--- config.mk ---
export PLATFORM = sky130hd
export DESIGN_NAME = aes_sequencer
export DESIGN_NICKNAME = d
export VERILOG_FILES = /design/src/aes_sbox_table.svh /design/src/aes_math_pkg.sv /design/src/aes_ctrl_pkg.sv /design/src/aes_sequencer.sv
export SDC_FILE = /design/constraint.sdc
export NUM_CORES = 1
export LEC_CHECK = 0
export ABC_AREA = 1
export BUFFER_PORTS_ARGS = -buffer_cell sky130_fd_sc_hd__buf_2
export CORE_ASPECT_RATIO = 2
export CORE_UTILIZATION = 40
export CTS_CLUSTER_DIAMETER = 200
export DETAILED_ROUTE_END_ITERATION = 16
export GPL_TIMING_DRIVEN = 0
export PLACE_DENSITY = 0.83
export SLEW_MARGIN = 20
export SYNTH_ARGS = -nofsm -noshare
export SYNTH_HDL_FRONTEND = slang
export SYNTH_SLANG_ARGS = --single-unit
--- constraint.sdc ---
create_clock -name eph1 -period 1.3 [get_ports eph1]
set_input_delay 0.13 -clock eph1 [delete_from_list [all_inputs] [get_ports eph1]]
set_output_delay 0.13 -clock eph1 [all_outputs]
set_load 0.05 [all_outputs]
--- src/aes_sbox_table.svh ---
// Forward AES S-box as one packed constant, entry 0 in the top byte.
`ifndef AES_SBOX_TABLE_SVH
`define AES_SBOX_TABLE_SVH

// Each literal is one row of the FIPS-197 table, sixteen entries wide.
// The ascending range lets a plain byte value index the table directly.
localparam logic [0:255][7:0] SBOX_TABLE = {
        128'h637c777bf26b6fc53001672bfed7ab76,
        128'hca82c97dfa5947f0add4a2af9ca472c0,
        128'hb7fd9326363ff7cc34a5e5f171d83115,
        128'h04c723c31896059a071280e2eb27b275,
        128'h09832c1a1b6e5aa0523bd6b329e32f84,
        128'h53d100ed20fcb15b6acbbe394a4c58cf,
        128'hd0efaafb434d338545f9027f503c9fa8,
        128'h51a3408f929d38f5bcb6da2110fff3d2,
        128'hcd0c13ec5f974417c4a77e3d645d1973,
        128'h60814fdc222a908846eeb814de5e0bdb,
        128'he0323a0a4906245cc2d3ac629195e479,
        128'he7c8376d8dd54ea96c56f4ea657aae08,
        128'hba78252e1ca6b4c6e8dd741f4bbd8b8a,
        128'h703eb5664803f60e613557b986c11d9e,
        128'he1f8981169d98e949b1e87e9ce5528df,
        128'h8ca1890dbfe6426841992d0fb054bb16
};

`endif

--- src/aes_math_pkg.sv ---
// Datapath types, round constant rule, GF(2^8) helpers and ShiftRows for the AES-128 core.
`default_nettype none

package aes_math_pkg;

        // ----------------------------------------------------------------------
        // Types. A block is sixteen bytes in column-major order, byte 15 first.
        // ----------------------------------------------------------------------
        typedef logic [7:0]   byte_t;
        typedef byte_t [3:0]  word_t;
        typedef byte_t [15:0] block_t;
        typedef logic [3:0]   round_idx_t;

        localparam round_idx_t NUM_ROUNDS = 4'd10;

        // Reduction polynomial x^8 + x^4 + x^3 + x + 1 without its top bit.
        localparam byte_t GF_POLY    = 8'h1b;
        localparam byte_t RCON_FIRST = 8'h01;
        // The round constant leaves 8 bits after 8'h80 and is reduced by the polynomial.
        localparam byte_t RCON_WRAP  = GF_POLY;

        // ----------------------------------------------------------------------
        // GF(2^8) arithmetic.
        // ----------------------------------------------------------------------
        function automatic byte_t xtime2(input byte_t x);
                return {x[6:0], 1'b0} ^ (x[7] ? GF_POLY : 8'h00);
        endfunction

        // Multiply by 3 is multiply by 2 plus the operand itself.
        function automatic byte_t xtime3(input byte_t x);
                return xtime2(x) ^ x;
        endfunction

        // Round constant for the next key round.
        function automatic byte_t next_rcon(input byte_t rcon);
                return (rcon == 8'h80) ? RCON_WRAP : {rcon[6:0], 1'b0};
        endfunction

        // ----------------------------------------------------------------------
        // Byte permutations.
        // ----------------------------------------------------------------------
        // Row r of the state rotates left by r columns. Byte (row r, column c)
        // sits at index 15 - 4c - r.
        function automatic block_t shift_rows(input block_t s);
                block_t t;
                for (int c = 0; c < 4; c++) begin
                        for (int r = 0; r < 4; r++) begin
                                t[15 - 4 * c - r] = s[15 - 4 * ((c + r) % 4) - r];
                        end
                end
                return t;
        endfunction

        // One-byte left rotation of a key word, as used by the g function.
        function automatic word_t rot_word(input word_t w);
                return {w[2:0], w[3]};
        endfunction

endpackage

`default_nettype wire

--- src/aes_ctrl_pkg.sv ---
// Command and status codes, command struct, sequencer phase and S-box request struct.
`default_nettype none

package aes_ctrl_pkg;

        // Function codes seen at the core input. Code 2 is reserved and runs as idle.
        typedef enum logic [1:0] {
                FUNC_IDLE    = 2'd0,
                FUNC_ENCRYPT = 2'd1,
                FUNC_KEYGEN  = 2'd3
        } func_e;

        // Completion codes, each shown for a single cycle.
        typedef enum logic [1:0] {
                ST_NONE   = 2'd0,
                ST_CIPHER = 2'd1,
                ST_KEYS   = 2'd3
        } status_e;

        // A sampled command. The data field is plaintext or cipher key, by function.
        typedef struct packed {
                func_e                func;
                aes_math_pkg::block_t data;
        } cmd_t;

        typedef enum logic [1:0] {
                PH_IDLE,
                PH_KEYGEN,
                PH_ENCRYPT
        } phase_e;

        // Sixteen byte addresses into the shared S-box, one per lane.
        typedef struct packed {
                aes_math_pkg::block_t lane;
        } sbox_req_t;

endpackage

`default_nettype wire

--- src/aes_sequencer.sv ---
// Command register, phase FSM, round counter, ready and completion status.
`timescale 1ns/10ps
`default_nettype none

module aes_sequencer (
        input  logic                      eph1,
        input  logic                      rst_n,
        input  aes_ctrl_pkg::func_e       func,
        input  aes_math_pkg::block_t      text_in,
        output logic                      ready,
        output aes_ctrl_pkg::cmd_t        cmd,
        output aes_ctrl_pkg::phase_e      phase,
        output aes_math_pkg::round_idx_t  round,
        output aes_ctrl_pkg::status_e     call_complete
);
        import aes_math_pkg::*;
        import aes_ctrl_pkg::*;

        phase_e     state;
        phase_e     start_phase;
        round_idx_t cnt;
        status_e    done_code;

        // ----------------------------------------------------------------------
        // Command sampling and phase FSM.
        // ----------------------------------------------------------------------
        // Reserved and idle codes both leave the FSM idle.
        always_comb begin
                case (func)
                        FUNC_ENCRYPT: start_phase = PH_ENCRYPT;
                        FUNC_KEYGEN:  start_phase = PH_KEYGEN;
                        default:      start_phase = PH_IDLE;
                endcase
        end

        // The core takes a command while idle and in the last cycle of a
        // phase, which is what lets commands stream with no gap.
        assign ready = (state == PH_IDLE) || (cnt == 4'd0);

        // Key expansion runs 11 cycles (key 0 to key 10) and encryption 10
        // (rounds 1 to 10), counted down to zero.
        always_ff @(posedge eph1) begin
                if (!rst_n) begin
                        cmd   <= '0;
                        state <= PH_IDLE;
                        cnt   <= '0;
                end else if (ready) begin
                        cmd.func <= func;
                        cmd.data <= text_in;
                        state    <= start_phase;
                        cnt      <= (start_phase == PH_KEYGEN) ? NUM_ROUNDS :
                                                                 NUM_ROUNDS - 4'd1;
                end else begin
                        cnt <= cnt - 4'd1;
                end
        end

        // ----------------------------------------------------------------------
        // Datapath phase, round number and status.
        // ----------------------------------------------------------------------
        // The datapath trails the FSM by one cycle. It reads the command in its
        // first round, before the next command can land in the register.
        assign done_code = (round != NUM_ROUNDS)   ? ST_NONE   :
                           (phase == PH_KEYGEN)    ? ST_KEYS   :
                           (phase == PH_ENCRYPT)   ? ST_CIPHER : ST_NONE;

        always_ff @(posedge eph1) begin
                if (!rst_n) begin
                        phase         <= PH_IDLE;
                        round         <= '0;
                        call_complete <= ST_NONE;
                end else begin
                        phase         <= state;
                        round         <= (state == PH_IDLE) ? 4'd0 : NUM_ROUNDS - cnt;
                        call_complete <= done_code;
                end
        end

        // Results are one-cycle pulses, so ST_CIPHER and ST_KEYS can never
        // show up back to back.
        a_status_pulse: assert property (@(posedge eph1) disable iff (!rst_n)
                (call_complete != ST_NONE) |=> (call_complete == ST_NONE))
                else $error("Completion status held longer than one cycle");

        a_round_range: assert property (@(posedge eph1) disable iff (!rst_n)
                round <= NUM_ROUNDS)
                else $error("Round index ran past the last round key");

endmodule

`default_nettype wire

Yosys cells after proc, flatten, opt, wreduce, memory -nomap -nowiden:

Cells that the tools add are included.

* flip-flop bits (word level): 144
* output and inout bits: 139
* word-level logic and storage cells: 41

* add/sub/neg operators: 2
* eq/ne operators: 6
* muxes and demuxes: 5
* bitwise operators: 1
* reduce and logical (&&, ||, !) cells: 5

Operators by type and width (count)
* $eq 2x1->1 const B: 3
* $eq 2x2->1 const B: 2
* $logic_not 4->1: 1
* $mux 2: 2
* $mux 4: 1
* $ne 4x4->1 const B: 1
* $pmux 2 s2: 1
* $reduce_or 2->1: 2
* $sub 4x1->4 const B: 1
* $sub 4x4->4 const A: 1
* $logic_not 2->1: 1
* $logic_or 1x1->1: 1
* $mux 1: 1
* $not 1->1: 1

Logic depth before layout (Yosys ltp):

Gate-level depths: netlist of run 1.

* word-level depth: 5
* depth in mapped cells: 8
* depth with buffers taken out: 7

Worst setup path after synthesis of run 1:

OpenSTA, ideal clock, no wires.

* path kind: register -> register
* start point: register cnt[0]
* end point: register cnt[3]
* arrival: 1359 ps
* required time: 1172 ps
* slack: -187 ps
* cell stages (with the launch flop): 9
* clock period less this slack: 1487 ps
* path through: dfxtp_1 -> inv_1 -> ha_1 -> nand3_4 -> nand2_2 -> buf_6 -> buf_4 -> nor2_1 -> nor2_1

* word-level cells in the longest chain between the ends: 3
* elaborated cells between the ends (all ways): 4
* those cells by class: add/sub: 1; mux: 1; reduce/logical: 2

Ends and longest elaborated chain
* from (decl): RTL line aes_sequencer.sv:21 `round_idx_t cnt;`
* from (signal assigned): RTL line aes_sequencer.sv:51 `cnt <= (start_phase == PH_KEYGEN) ? NUM_ROUNDS :`
* from (signal assigned): RTL line aes_sequencer.sv:54 `cnt <= cnt - 4'd1;`
* $logic_not 4->1: RTL line aes_sequencer.sv:38 `assign ready = (state == PH_IDLE) || (cnt == 4'd0);`
* $logic_or 1x1->1: RTL line aes_sequencer.sv:38
* named net ready: RTL line aes_sequencer.sv:10 `output logic ready,`
* $mux 4: RTL line aes_sequencer.sv:47 `end else if (ready) begin`

The timed path passes the listed nets, and every way through them passes these cells.
A chain may end at the register's enable or synchronous reset.

Worst setup path in the final report of run 1:

* start point: register cnt[0]
* end point: output port ready

* word-level cells in the longest chain between the ends: 2

Ends and longest elaborated chain (RTL line)
* $logic_not 4->1: aes_sequencer.sv:38
* $logic_or 1x1->1: aes_sequencer.sv:38
* to (decl): aes_sequencer.sv:10

No other way between the ends.

==> results of run 1 <==
state kept, by name (all words and copies together), names as in the netlist:
| name | flops |
|---|---|
| cmd | 130 |
| cnt | 4 |
| round | 4 |
| call_complete | 2 |
| phase | 2 |
| state | 2 |
cells in the final DEF, fill, tap and decap left out, drive strengths merged:
cell	netlist	layout
nand2	152	152
dfxtp	144	144
or2	1	1
clkinvlp	0	2
a21oi	132	132
dlygate4sd3	0	130
xnor2	1	1
bufinv	0	3
buf	34	344
diode	0	2
inv	14	17
nand3	100	100
nor2	46	46
clkinv	0	4
nor3	1	1
clkbuf	19	40
ha	3	3
nand4	1	1
logic make-up (layout without fill, tap and decap cells):
family	count (synthesis)	count (layout)	share of synthesized area, %
adders and majority gates	3	3	0.725
and+or+nand+nor	301	301	24.7
xor gates and xnor gates	1	1	0.169
other	0	2	0
buffers and inverters	67	540	5.95
AOI/OAI and AO/OA	132	132	12.8
DFF	144	144	55.7
power by group:
part | internal [uW] | switching (uW) | leakage (uW) | total [uW]
logic | 2290 | 3760 | 0.00342 | 6050
registers | 4910 | 357 | 0.00120 | 5260
clock network | 3080 | 1980 | 0.000290 | 5060
total | 10300 | 6100 | 0.00490 | 16400
worst min path at each step:
stage	from	endpoint	slack, ns	cells after the start
final	rst_n	phase[0]$_SDFF_PN0_	0.12	3
after global routing	rst_n	phase[1]$_SDFF_PN0_	0.12	3
after detailed placement	text_in[55]	cmd[55]$_SDFFE_PN0P_	0.38	3
after global placement	text_in[29]	cmd[29]$_SDFFE_PN0P_	0.37	3
after floorplan	func[0]	cmd[128]$_SDFFE_PN0P_	0.27	2
after CTS	rst_n	phase[0]$_SDFF_PN0_	0.07	3
final cells by class:
| cell class | count | area (um^2) |
|---|---|---|
| multi-input cells | 437 | 2770 |
| inverters | 14 | 52.6 |
| repair buffers | 444 | 3420 |
| fillers | 682 | 2180 |
| clock inverters | 12 | 159 |
| clock buffers | 19 | 443 |
| well taps | 150 | 188 |
| diodes | 2 | 5.00 |
| flip-flops and latches | 144 | 2890 |
| plain buffers | 51 | 527 |
stage by stage:
| stage | power [uW] | hold slack, ns |
|---|---|---|
| final | 16400 | 0.117 |
| after global routing | 16900 | 0.116 |
| after CTS | 15200 | 0.0671 |
| after detailed placement | 9090 | 0.377 |
| after global placement | 9040 | 0.373 |
| after floorplan | 8030 | 0.268 |
per-layer routing:
metal	global-route usage (%)	up-vias	wire length [um]
met2	58.5	429	13500
li1	-	3086	-
met4	21.8	0	1860
met1	32.7	3245	8580
met3	9.92	163	1710
met5	0	-	0
critical path: stages (launching register included):
cell                      delay, ns
sky130_fd_sc_hd__dfxtp_2       0.33
sky130_fd_sc_hd__inv_2         0.05
sky130_fd_sc_hd__ha_4          0.17
sky130_fd_sc_hd__nand3_4       0.12
sky130_fd_sc_hd__nand2_8       0.07
sky130_fd_sc_hd__buf_12        0.13
sky130_fd_sc_hd__buf_12        0.12
sky130_fd_sc_hd__buf_12        0.14
repair_timing:
action                                  4_1_cts  5_1_grt
pin swaps                                     4       18
cloned                                       11        5
hold endpoints to repair                    130        0
gates resized for setup                      99      249
endpoints found under the setup margin      141      142
hold buffers                                130        0
buffers inserted                             13       18
==> reports/summary.log, run 1 <==
[sta] accumulated negative setup slack -34.39 ns
[worst_setup_path] CP arrival 1.53 ns
[yosys] top post-synthesis cells by count sky130_fd_sc_hd__nand2_1, sky130_fd_sc_hd__dfxtp_1, sky130_fd_sc_hd__a21oi_1
[global_route] number of global-route vias before repair 6676
[cts] clock network latency to the later pin of the worst-skew pair 0.43 ns
[sta] RSZ-0062 raised after global routing yes
[cts] sink count of the clock tree 144
[outcome] violated checks negative setup slack
[final_layout] layout cell share with drive strength beyond 1 49.4%
[die] Die ar. 13400 um^2
[drt] Iteration-0 DRC Markers 456
[worst_setup_path] reg-to-reg critical path endpoint cmd[87]$_SDFFE_PN0P_
[sta] worst setup margin -0.356 ns
[global_route] GR Util All Layers 33.4%
[global_route] overall overflow remaining after global route 0
[sta] Max Slew Vio Count 0
[placement] RePlAce Congestion 0.851
[yosys] number of enable-type register cells in the synthesized netlist 0
[worst_setup_path] crit end category primary output
[placement] Inst Count DP 1067
[die] overall die width 82.4 um
[power_and_ir_drop] areal power density over the cells 1570 nW/um^2
[worst_setup_path] CP Data Required Time 1.17 ns
[cts] Root Buffer Master sky130_fd_sc_hd__clkbuf_16
[power_and_ir_drop] leakage dissipation 0.00490 uW
[yosys] cell taking the most area after synthesis sky130_fd_sc_hd__dfxtp_1
[sta] actual slew at the worst max-slew pin 0.688 ns
[cts] TritonCTS clock tree yes
[drt] total DRC errors in the routed layout 0
[drt] Routed wire per std cell 20.1 um
[placement] IO Port Bufs 269
[drt] Post-DRT Antenna Nets 0
[yosys] total nets after synthesis 783
[placement] estimated wirelength of the detail-placed design 11700 um
[sta] ratio of final minimum period to clock period 127%
[worst_setup_path] end of the critical path ready
[yosys] cell types with the largest area share after synthesis sky130_fd_sc_hd__dfxtp_1, sky130_fd_sc_hd__a21oi_1, sky130_fd_sc_hd__nand2_1, sky130_fd_sc_hd__nand3_1, sky130_fd_sc_hd__nor2_1
[placement] placement-stage worst setup slack -0.386 ns
[sta] worst clock skew on the final layout 0.0293 ns
[die] height of the chip 163 um
[global_route] wire length of the first global-routing pass 33100 um
[yosys] share of the synthesized area in the top cell type 55.7%
[cts] number of H-tree branching levels 4
[power_and_ir_drop] worst IR drop on VDD 0.00137 V
[worst_setup_path] startpoint of the most critical setup path cnt[0]$_SDFF_PN0_
[yosys] fraction of the yosys area taken by sequential cells 55.7%
[final_layout] Post-Layout Cell Count 1273
[worst_setup_path] number of cell instances on the worst register-to-register path 11
[die] total I/O pin count 271
[die] floorplan row count 58
[hold_path] Hold Path Class in2reg
[yosys] post-synthesis instance total 648
[worst_setup_path] kind of launch point of the worst setup path flop
[die] placeable core region 12600 um^2
[sta] f_max 0.604 GHz
[die] Initial Util 41.0%
[yosys] proportion of synthesized flip-flops having asynchronous set or reset 0%
[yosys] number of flip-flops and latches in the synthesized netlist 144
[worst_setup_path] Critical Path Fanout Max 2
[worst_setup_path] worst setup path class reg2out
[drt] via/cell ratio 5.44
[worst_setup_path] launch instance of the worst register-to-register path cnt[0]$_SDFF_PN0_
[final_layout] net count reported at finish 1244
[cts] CTS Buf Count 17
[drt] final wirelength 25600 um
[sta] final hold violation count 0
[cts] deepest clock path buffer count 2
[yosys] leading cell type by number of instances after synthesis sky130_fd_sc_hd__nand2_1
[worst_setup_path] register-to-register setup slack -0.35 ns
[yosys] Yosys cell types 19
[final_layout] summed area of non-filler cells in the final layout 10500 um^2
[global_route] pin count of the biggest net entering global routing 17
[drt] routed vias 6923
[yosys] Main synth FF type sky130_fd_sc_hd__dfxtp_1
[sta] final worst path period need 1.66 ns
[job] number of maximum-capacitance constraint violations 0
[sta] Setup-failing EPs final 137
[final_layout] area growth from synthesis to final layout 102%
[yosys] synthesized cell area 5180 um^2
[yosys] Avg Inst Size Synth 7.99 um^2
[final_layout] final core utilization 82.8%
[drt] first-pass iteration count of the detailed router 8
[cts] clock transition at the registers of the reported paths 0.05 ns
[yosys] number of warnings issued by yosys 0
[placement] cell area reported after detailed placement 6750 um^2
[outcome] status finished with violations
[sta] Rel. slew slack 54.1%
[global_route] number of antenna violations at the first check in global routing 0
Power figures use the tool's default switching activity.
==> run 2, diff against run 1 <==
REMOVE_ABC_BUFFERS = 1   (was unset)
==> reports/summary.log, run 2 (synthesis gave the netlist of run 1 again) <==
[final_layout] commonest non-fill, non-tap cell in the layout sky130_fd_sc_hd__buf_2 [unchanged]
[placement] estimated wirelength of the detail-placed design 10000 um [was 11700 um]
[die] placeable core region 12600 um^2 [unchanged]
[worst_setup_path] worst setup path class reg2reg [was reg2out]
[final_layout] number of flip-flops under the largest register name 130 [unchanged]
[cts] number of H-tree branching levels 4 [unchanged]
[power_and_ir_drop] worst IR drop on VDD 0.00135 V [was 0.00137 V]
[global_route] number of global-route vias before repair 6973 [was 6676]
[final_layout] registers with the highest flip-flop counts cmd: 130 flops, cnt: 4 flops, round: 4 flops [unchanged]
[worst_setup_path] register-to-register setup slack -0.45 ns [was -0.35 ns]
[worst_setup_path] launch instance of the worst register-to-register path cnt[0]$_SDFF_PN0_ [unchanged]
[drt] routed length on met3 2470 um [was 1710 um]
[worst_setup_path] reg-to-reg critical path endpoint cmd[62]$_SDFFE_PN0P_ [was cmd[87]$_SDFFE_PN0P_]
[power_and_ir_drop] leakage dissipation 0.00488 uW [was 0.00490 uW]
[power_and_ir_drop] relative contribution of the clock network to total power 30.4% [was 30.9%]
[job] number of maximum-capacitance constraint violations 0 [unchanged]
[global_route] GR Util All Layers 38.9% [was 33.4%]
[cts] Root Buffer Master sky130_fd_sc_hd__clkbuf_16 [unchanged]
[drt] Iteration-0 DRC Markers 461 [was 456]
[placement] RePlAce Congestion 0.758 [was 0.851]
[sta] final worst hold slack 0.0188 ns [was 0.117 ns]
[outcome] status finished with violations [unchanged]
[power_and_ir_drop] combinational group share of total power 38.6% [was 36.9%]
[die] floorplan row count 58 [unchanged]
[global_route] wire length of the first global-routing pass 37100 um [was 33100 um]
[die] Initial Util 41.0% [unchanged]
[cts] clock network latency to the later pin of the worst-skew pair 0.41 ns [was 0.43 ns]
[worst_setup_path] end of the critical path cmd[62]$_SDFFE_PN0P_ [was ready]
[drt] final wirelength 29100 um [was 25600 um]
[sta] worst setup margin -0.450 ns [was -0.356 ns]
[die] total I/O pin count 271 [unchanged]
[sta] f_max 0.571 GHz [was 0.604 GHz]
[die] Die ar. 13400 um^2 [unchanged]
[drt] total DRC errors in the routed layout 0 [unchanged]
[hold_path] Hold Path Class in2reg [unchanged]
[sta] final hold violation count 0 [unchanged]
[drt] via/cell ratio 5.67 [was 5.44]
[worst_setup_path] CP arrival 2.09 ns [was 1.53 ns]
[worst_setup_path] CP Data Required Time 1.64 ns [was 1.17 ns]
[placement] IO Port Bufs 270 [was 269]
[sta] Max Slew Vio Count 0 [unchanged]
[drt] routed vias 7132 [was 6923]
[sta] Rel. slew slack 65.3% [was 54.1%]
[global_route] number of antenna violations at the first check in global routing 2 [was 0]
[worst_setup_path] Critical Path Fanout Max 6 [was 2]
[drt] wl on met1 9040 um [was 8580 um]
[sta] ratio of final minimum period to clock period 135% [was 127%]
[final_layout] most frequent cells in the layout sky130_fd_sc_hd__buf_2, sky130_fd_sc_hd__dfxtp_1, sky130_fd_sc_hd__dlygate4sd3_1 [unchanged]
[sta] worst clock skew on the final layout 0.0126 ns [was 0.0293 ns]
[cts] TritonCTS clock tree yes [unchanged]
[outcome] violated checks negative setup slack [unchanged]
[worst_setup_path] kind of launch point of the worst setup path flop [unchanged]
[drt] Top Metal Used met4 [unchanged]
[placement] placement-stage worst setup slack -1.37 ns [was -0.386 ns]
[sta] final worst path period need 1.75 ns [was 1.66 ns]
[hold_path] Worst Hold Depth 3 [unchanged]
[sta] Setup-failing EPs final 137 [unchanged]
[final_layout] register bank with the most flops cmd [unchanged]
[final_layout] area growth from synthesis to final layout 105% [was 102%]
[cts] clock transition at the registers of the reported paths 0.07 ns [was 0.05 ns]
[worst_setup_path] startpoint of the most critical setup path cnt[0]$_SDFF_PN0_ [unchanged]
[power_and_ir_drop] areal power density over the cells 1590 nW/um^2 [was 1570 nW/um^2]
[drt] routed length on met2 14700 um [was 13500 um]
[sta] RSZ-0062 raised after global routing yes [unchanged]
[cts] CTS Buf Count 17 [unchanged]
[power_and_ir_drop] switching share of power 38.1% [was 37.3%]
[drt] Routed wire per std cell 23.2 um [was 20.1 um]
[sta] actual slew at the worst max-slew pin 0.521 ns [was 0.688 ns]
[final_layout] layout cell share with drive strength beyond 1 52.6% [was 49.4%]
[global_route] pin count of the biggest net entering global routing 52 [was 17]
[drt] Post-DRT Antenna Nets 0 [unchanged]
[power_and_ir_drop] switching power 6420 uW [was 6100 uW]
[die] height of the chip 163 um [unchanged]
[power_and_ir_drop] part of the total power dissipated in sequential elements 31.0% [was 32.2%]
[cts] deepest clock path buffer count 2 [unchanged]
[power_and_ir_drop] Final Power 16800 uW [was 16400 uW]
[worst_setup_path] crit end category flop [was primary output]
[final_layout] net count reported at finish 1227 [was 1244]
[die] overall die width 82.4 um [unchanged]
[global_route] overall overflow remaining after global route 0 [unchanged]
[power_and_ir_drop] internal portion of total power 10400 uW [was 10300 uW]
[worst_setup_path] number of cell instances on the worst register-to-register path 12 [was 11]
[drt] first-pass iteration count of the detailed router 5 [was 8]
[cts] sink count of the clock tree 144 [unchanged]
[run 2: layer usage]
layer / global-route usage (%) / up-vias
met5: 0 / -
met4: 36.0 / 0
met3: 12.9 / 224
met2: 65.7 / 561
met1: 34.6 / 3274
li1: - / 3073
[run 2: cell type report]
type	count	area (um^2)
Sequential cell	144	2890
Clock inverter	11	154
Fill cell	639	2030
Inverter	14	62.6
Multi-Input combinational cell	451	3010
Tap cell	150	188
Clock buffer	21	460
Timing Repair Buffer	464	3830
Antenna cell	2	5.00
[run 2: power by group through the flow]
stage	clock, uW	sequential [uW]	combinational [uW]
after global routing	5310	5270	6730
final	5120	5220	6490
after global placement	0	5200	3650
after detailed placement	0	5220	3750
after floorplan	0	6840	1020
after CTS	5120	5140	5620
[run 2: worst max-delay path, stage by stage, from the launching register on]
cell and delay (ns):
sky130_fd_sc_hd__dfxtp_2 0.32, sky130_fd_sc_hd__inv_2 0.07, sky130_fd_sc_hd__ha_4 0.14, sky130_fd_sc_hd__nand3_4 0.07
sky130_fd_sc_hd__buf_12 0.14, sky130_fd_sc_hd__buf_16 0.12, sky130_fd_sc_hd__nand2_8 0.06, sky130_fd_sc_hd__buf_6 0.12
sky130_fd_sc_hd__buf_12 0.13, sky130_fd_sc_hd__buf_12 0.12, sky130_fd_sc_hd__buf_16 0.13, sky130_fd_sc_hd__nand2_2 0.07
sky130_fd_sc_hd__a21oi_2 0.15
[run 2: timing repair]
item | in CTS | in global routing
resized for setup | 103 | 190
hold buffers | 129 | 0
hold endpoints to repair | 130 | 0
endpoints found under the setup margin | 143 | 140
pin swaps | 14 | 30
setup buffers | 29 | 13
gates cloned | 31 | 4
[run 2: worst min-delay path by stage]
stage                     slack [ns]                     to    startpoint
after detailed placement        0.38  cmd[127]$_SDFFE_PN0P_  text_in[127]
after floorplan                 0.24      cnt[1]$_SDFF_PN0_         rst_n
after global placement          0.37   cmd[10]$_SDFFE_PN0P_   text_in[10]
after global routing            0.01   cmd[50]$_SDFFE_PN0P_   text_in[50]
after CTS                      0.002   cmd[50]$_SDFFE_PN0P_   text_in[50]
final                           0.02   cmd[50]$_SDFFE_PN0P_   text_in[50]
[run 2: per-stage QoR]
step / cells / util (%) / instance area (um^2) / TNS (ns)
6_report: 1257 / 83.9 / 10600 / -44.68
5_1_grt: 1257 / 83.9 / 10600 / -53.60
4_1_cts: 1241 / 77.3 / 9760 / -42.81
3_5_place_dp: 1020 / 52.3 / 6600 / -154.49
3_3_place_gp: 1015 / 51.2 / 6460 / -434.49
2_1_floorplan: 595 / - / 4920 / -252.12
==> run 3, diff against run 2 <==
PLACE_DENSITY = 0.73   (was 0.83)
==> reports/summary.log, run 3 <==
[die] total I/O pin count 271 [unchanged]
[outcome] First Err [ERROR GRT-0232] Routing congestion too high. Check the congestion heatmap in the GUI.
[yosys] cell types with the largest area share after synthesis sky130_fd_sc_hd__dfxtp_1, sky130_fd_sc_hd__a21oi_1, sky130_fd_sc_hd__nand2_1, sky130_fd_sc_hd__nand3_1, sky130_fd_sc_hd__nor2_1 [unchanged]
[die] overall die width 82.4 um [unchanged]
[yosys] fraction of the yosys area taken by sequential cells 55.7% [unchanged]
[die] height of the chip 163 um [unchanged]
[yosys] proportion of synthesized flip-flops having asynchronous set or reset 0% [unchanged]
[placement] estimated wirelength of the detail-placed design 10200 um [was 10000 um]
[die] floorplan row count 58 [unchanged]
[yosys] top post-synthesis cells by count sky130_fd_sc_hd__nand2_1, sky130_fd_sc_hd__dfxtp_1, sky130_fd_sc_hd__a21oi_1 [unchanged]
[cts] CTS Buf Count 17 [unchanged]
[yosys] number of warnings issued by yosys 0 [unchanged]
[global_route] GR Util All Layers 49.9%
[cts] sink count of the clock tree 144 [unchanged]
[cts] number of H-tree branching levels 4 [unchanged]
[yosys] number of flip-flops and latches in the synthesized netlist 144 [unchanged]
[yosys] Main synth FF type sky130_fd_sc_hd__dfxtp_1 [unchanged]
[placement] placement-stage worst setup slack -1.30 ns [was -1.37 ns]
[outcome] status did not finish [was finished with violations]
[yosys] share of the synthesized area in the top cell type 55.7% [unchanged]
[global_route] pin count of the biggest net entering global routing 50
[global_route] overall overflow remaining after global route 2
[yosys] cell taking the most area after synthesis sky130_fd_sc_hd__dfxtp_1 [unchanged]
[sta] worst endpoint after global-route timing repair ready
[outcome] stopping stage global routing (5_1_grt)
[yosys] synthesized cell area 5180 um^2 [unchanged]
[cts] deepest clock path buffer count 2 [unchanged]
[yosys] Yosys cell types 19 [unchanged]
[die] Initial Util 41.0% [unchanged]
[yosys] number of enable-type register cells in the synthesized netlist 0 [unchanged]
[placement] IO Port Bufs 270 [unchanged]
[placement] Inst Count DP 1020 [unchanged]
[cts] Root Buffer Master sky130_fd_sc_hd__clkbuf_16 [unchanged]
[yosys] Avg Inst Size Synth 7.99 um^2 [unchanged]
[sta] pin type at the end of the worst path top-level output
[placement] RePlAce Congestion 0.771 [was 0.758]
[yosys] leading cell type by number of instances after synthesis sky130_fd_sc_hd__nand2_1 [unchanged]
[yosys] post-synthesis instance total 648 [unchanged]
-- run 3: cells by family after synthesis --
family / count (synthesis) / synth area share [%]
adder cells (fa/ha/maj): 3 / 0.725
flip-flops: 144 / 55.7
AO/OA/AOI/OAI: 132 / 12.8
XOR/XNOR: 1 / 0.169
buffers and inverters: 67 / 5.95
AND/OR/NAND/NOR: 301 / 24.7
-- run 3: metal layers --
layer  GRT usage [%]  overflow
met1            49.1         0
met2            74.4         2
met3            26.2         0
met4            43.5         0
met5               0         0
-- run 3: repair_timing --
action                                  in CTS
endpoints found under the hold margin      131
setup buffers                               27
hold buffers                               130
pin swaps                                   10
cloned                                      25
endpoints found under the setup margin     139
resized for setup                           83
-- run 3: metrics by stage --
stage	hold WS, ns	area (um^2)
after global placement	0.372	6460
after floorplan	0.240	4920
after detailed placement	0.377	6600
after CTS	0.208	9680
==> run 4, diff against run 3 <==
CORE_ASPECT_RATIO = unset   (was 2)
CTS_CLUSTER_DIAMETER = unset   (was 200)
PLACE_DENSITY = unset   (was 0.73)
PLACE_DENSITY_LB_ADDON = 0.15   (was unset)
clock period = 1.7 ns   (was 1.3 ns; I/O delays follow)
==> reports/summary.log, run 4 (synthesis gave the netlist of run 1 again) <==
[outcome] status finished, final reports clean [was did not finish]
[worst_setup_path] cell family with the largest share of critical-path delay simple AND/OR/NAND/NOR gates
[cts] Root Buffer Master sky130_fd_sc_hd__clkbuf_16 [unchanged]
[final_layout] multi-input gate area in the final layout 2260 um^2
[sta] Rel. slew slack 32.5%
[global_route] wire length of the first global-routing pass 28100 um
[final_layout] area growth from synthesis to final layout 64.6%
[sta] Max Slew Vio Count 0
[drt] final wirelength 19800 um
[worst_setup_path] worst path cell trace inv_2 > ha_4 > nand3_2 > nand3_1 > a21oi_1
[hold_path] Hold Path Class in2reg
[worst_setup_path] reg-to-reg critical path endpoint cmd[92]$_SDFFE_PN0P_
[final_layout] net count reported at finish 1143
[sta] final hold violation count 0
[placement] placement-stage worst setup slack -1.61 ns [was -1.30 ns]
[drt] first-pass iteration count of the detailed router 5
[final_layout] commonest non-fill, non-tap cell in the layout sky130_fd_sc_hd__buf_2
[hold_path] Worst Hold Depth 3
[worst_setup_path] register-to-register setup slack 0.04 ns
[sta] f_max 0.604 GHz
[global_route] M3 GR Usage 7.27%
[placement] RePlAce Congestion 0.735 [was 0.771]
[final_layout] number of flip-flops under the largest register name 130
[cts] clock transition at the registers of the reported paths 0.06 ns
[cts] TritonCTS clock tree yes
[placement] estimated wirelength of the detail-placed design 9400 um [was 10200 um]
[power_and_ir_drop] part of the total power dissipated in sequential elements 35.8%
[drt] via/cell ratio 5.11
[drt] Iteration-0 DRC Markers 339
[worst_setup_path] Critical Path Fanout Max 25
[power_and_ir_drop] internal portion of total power 7000 uW
[power_and_ir_drop] worst IR drop on VDD 0.000781 V
[global_route] met2 Track Usage GR 50.7%
[final_layout] final core utilization 67.5%
[worst_setup_path] kind of launch point of the worst setup path flop
[worst_setup_path] number of cell instances on the worst register-to-register path 5
[global_route] number of global-route vias before repair 5582
[worst_setup_path] Worst path max stage delay 0.56 ns
[final_layout] fill cell instance count of the final layout 1037
[worst_setup_path] slowest cell on the critical path sky130_fd_sc_hd__nand3_2
[drt] Routed wire per std cell 16.6 um
[drt] total DRC errors in the routed layout 0
[power_and_ir_drop] areal power density over the cells 1290 nW/um^2
[final_layout] register area 2880 um^2
[power_and_ir_drop] relative contribution of the clock network to total power 32.8%
[sta] actual slew at the worst max-slew pin 1.01 ns
[final_layout] registers with the highest flip-flop counts cmd: 130 flops, cnt: 4 flops, round: 4 flops
[global_route] M1 GR Usage 30.3%
[power_and_ir_drop] leakage dissipation 0.00419 uW
[placement] IO Port Bufs 270 [unchanged]
[die] overall die width 116 um [was 82.4 um]
[sta] final worst path period need 1.66 ns
[power_and_ir_drop] switching power 4000 uW
[hold_path] launch instance of the worst min-delay path text_in[59]
[worst_setup_path] worst path buffer plus inverter count 1
[cts] CTS Buf Count 17 [unchanged]
[worst_setup_path] CP arrival 1.94 ns
[sta] worst setup margin 0.0435 ns
[sta] Setup-failing EPs final 0
[die] placeable core region 12600 um^2
[global_route] pin count of the biggest net entering global routing 70
[sta] RSZ-0062 raised after global routing yes
[worst_setup_path] crit end category flop
[worst_setup_path] CP Data Required Time 1.99 ns
[final_layout] Post-Layout Cell Count 1192
[power_and_ir_drop] switching share of power 36.4%
[hold_path] worst hold path endpoint cmd[59]$_SDFFE_PN0P_
[sta] worst clock skew on the final layout 0.00469 ns
[cts] sink count of the clock tree 144 [unchanged]
[worst_setup_path] launch instance of the worst register-to-register path cnt[0]$_SDFF_PN0_
[die] Die ar. 13400 um^2
[final_layout] number of antenna cells inserted 0
[job] number of maximum-capacitance constraint violations 0
[final_layout] most frequent cells in the layout sky130_fd_sc_hd__buf_2, sky130_fd_sc_hd__nand2_1, sky130_fd_sc_hd__dfxtp_1
[cts] deepest clock path buffer count 2 [unchanged]
[die] Initial Util 41.0% [about the same]
[drt] Post-DRT Antenna Nets 0
[global_route] number of antenna violations at the first check in global routing 0
[drt] routed vias 6096
[cts] clock network latency to the later pin of the worst-skew pair 0.41 ns
[die] height of the chip 116 um [was 163 um]
[die] floorplan row count 41 [was 58]
[worst_setup_path] worst setup path class reg2reg
[final_layout] layout cell share with drive strength beyond 1 32.8%
[final_layout] register bank with the most flops cmd
[cts] number of H-tree branching levels 4 [unchanged]
[die] total I/O pin count 271 [unchanged]
[sta] ratio of final minimum period to clock period 97.4%
[global_route] GR Util All Layers 27.8%
[global_route] overall overflow remaining after global route 0
[power_and_ir_drop] combinational group share of total power 31.4%
[global_route] gr busiest metal met2
[placement] Inst Count DP 1039 [was 1020]
-- run 4: area by class of cell --
type                       instances  area share [%]
inverter                          14           0.646
timing repair buffer             380            29.7
multi-input combinational        451            26.5
sequential                       144            33.8
clock inverter                     6           0.940
tap                              172            2.53
clock buffer                      25            5.82
-- run 4: per-stage QoR --
step	total power [uW]	setup TNS [ns]	hold slack, ns	cell area [um^2]
6_report	11000	0	0.0111	8520
5_1_grt	11400	-0.257	0.00828	8520
4_1_cts	10900	0	0.000225	8380
3_5_place_dp	6810	-187.96	0.422	6570
3_3_place_gp	6750	-351.66	0.413	6490
2_1_floorplan	6010	-195.92	0.280	4920
-- run 4: routing by layer --
| layer | share of wire, % | routed length, um | up-vias |
|---|---|---|---|
| met1 | 39 | 7670 | 2850 |
| met5 | 0 | 0 | - |
| met3 | 7.1 | 1400 | 56 |
| li1 | - | - | 2898 |
| met2 | 51 | 10200 | 292 |
| met4 | 2.9 | 577 | 0 |
-- run 4: how the worst max path moves through the flow --
stage,start,end,cells after the start
3_3_place_gp,state[1]$_SDFFE_PN0P_,ready,4
3_5_place_dp,cnt[0]$_SDFF_PN0_,ready,5
5_1_grt,cnt[0]$_SDFF_PN0_,cmd[82]$_SDFFE_PN0P_,5
2_1_floorplan,cnt[0]$_SDFF_PN0_,state[1]$_SDFFE_PN0P_,6
6_report,cnt[0]$_SDFF_PN0_,cmd[92]$_SDFFE_PN0P_,5
4_1_cts,cnt[0]$_SDFF_PN0_,ready,5
-- run 4: tightest hold or removal path, cell delays in order --
cell,delay (ns)
sky130_fd_sc_hd__buf_2,0.10
sky130_fd_sc_hd__nand2_1,0.05
sky130_fd_sc_hd__a21oi_1,0.05
-- run 4: repair_timing --
item | CTS | global route
hold endpoints to repair | 97 | 1
cloned | 11 | 5
resized for setup | 14 | 7
pin swaps | 5 | 4
hold buffers | 97 | 1
buffers inserted | 4 | 4
setup endpoints to repair | 137 | 117
-- run 4: power by group through the flow --
| stage | sequential [uW] | combinational (uW) | clock (uW) |
|---|---|---|---|
| 2_1_floorplan | 5230 | 778 | 0 |
| 3_3_place_gp | 3980 | 2770 | 0 |
| 3_5_place_dp | 4000 | 2820 | 0 |
| 4_1_cts | 3930 | 3310 | 3670 |
| 5_1_grt | 3980 | 3640 | 3830 |
| 6_report | 3940 | 3450 | 3600 |
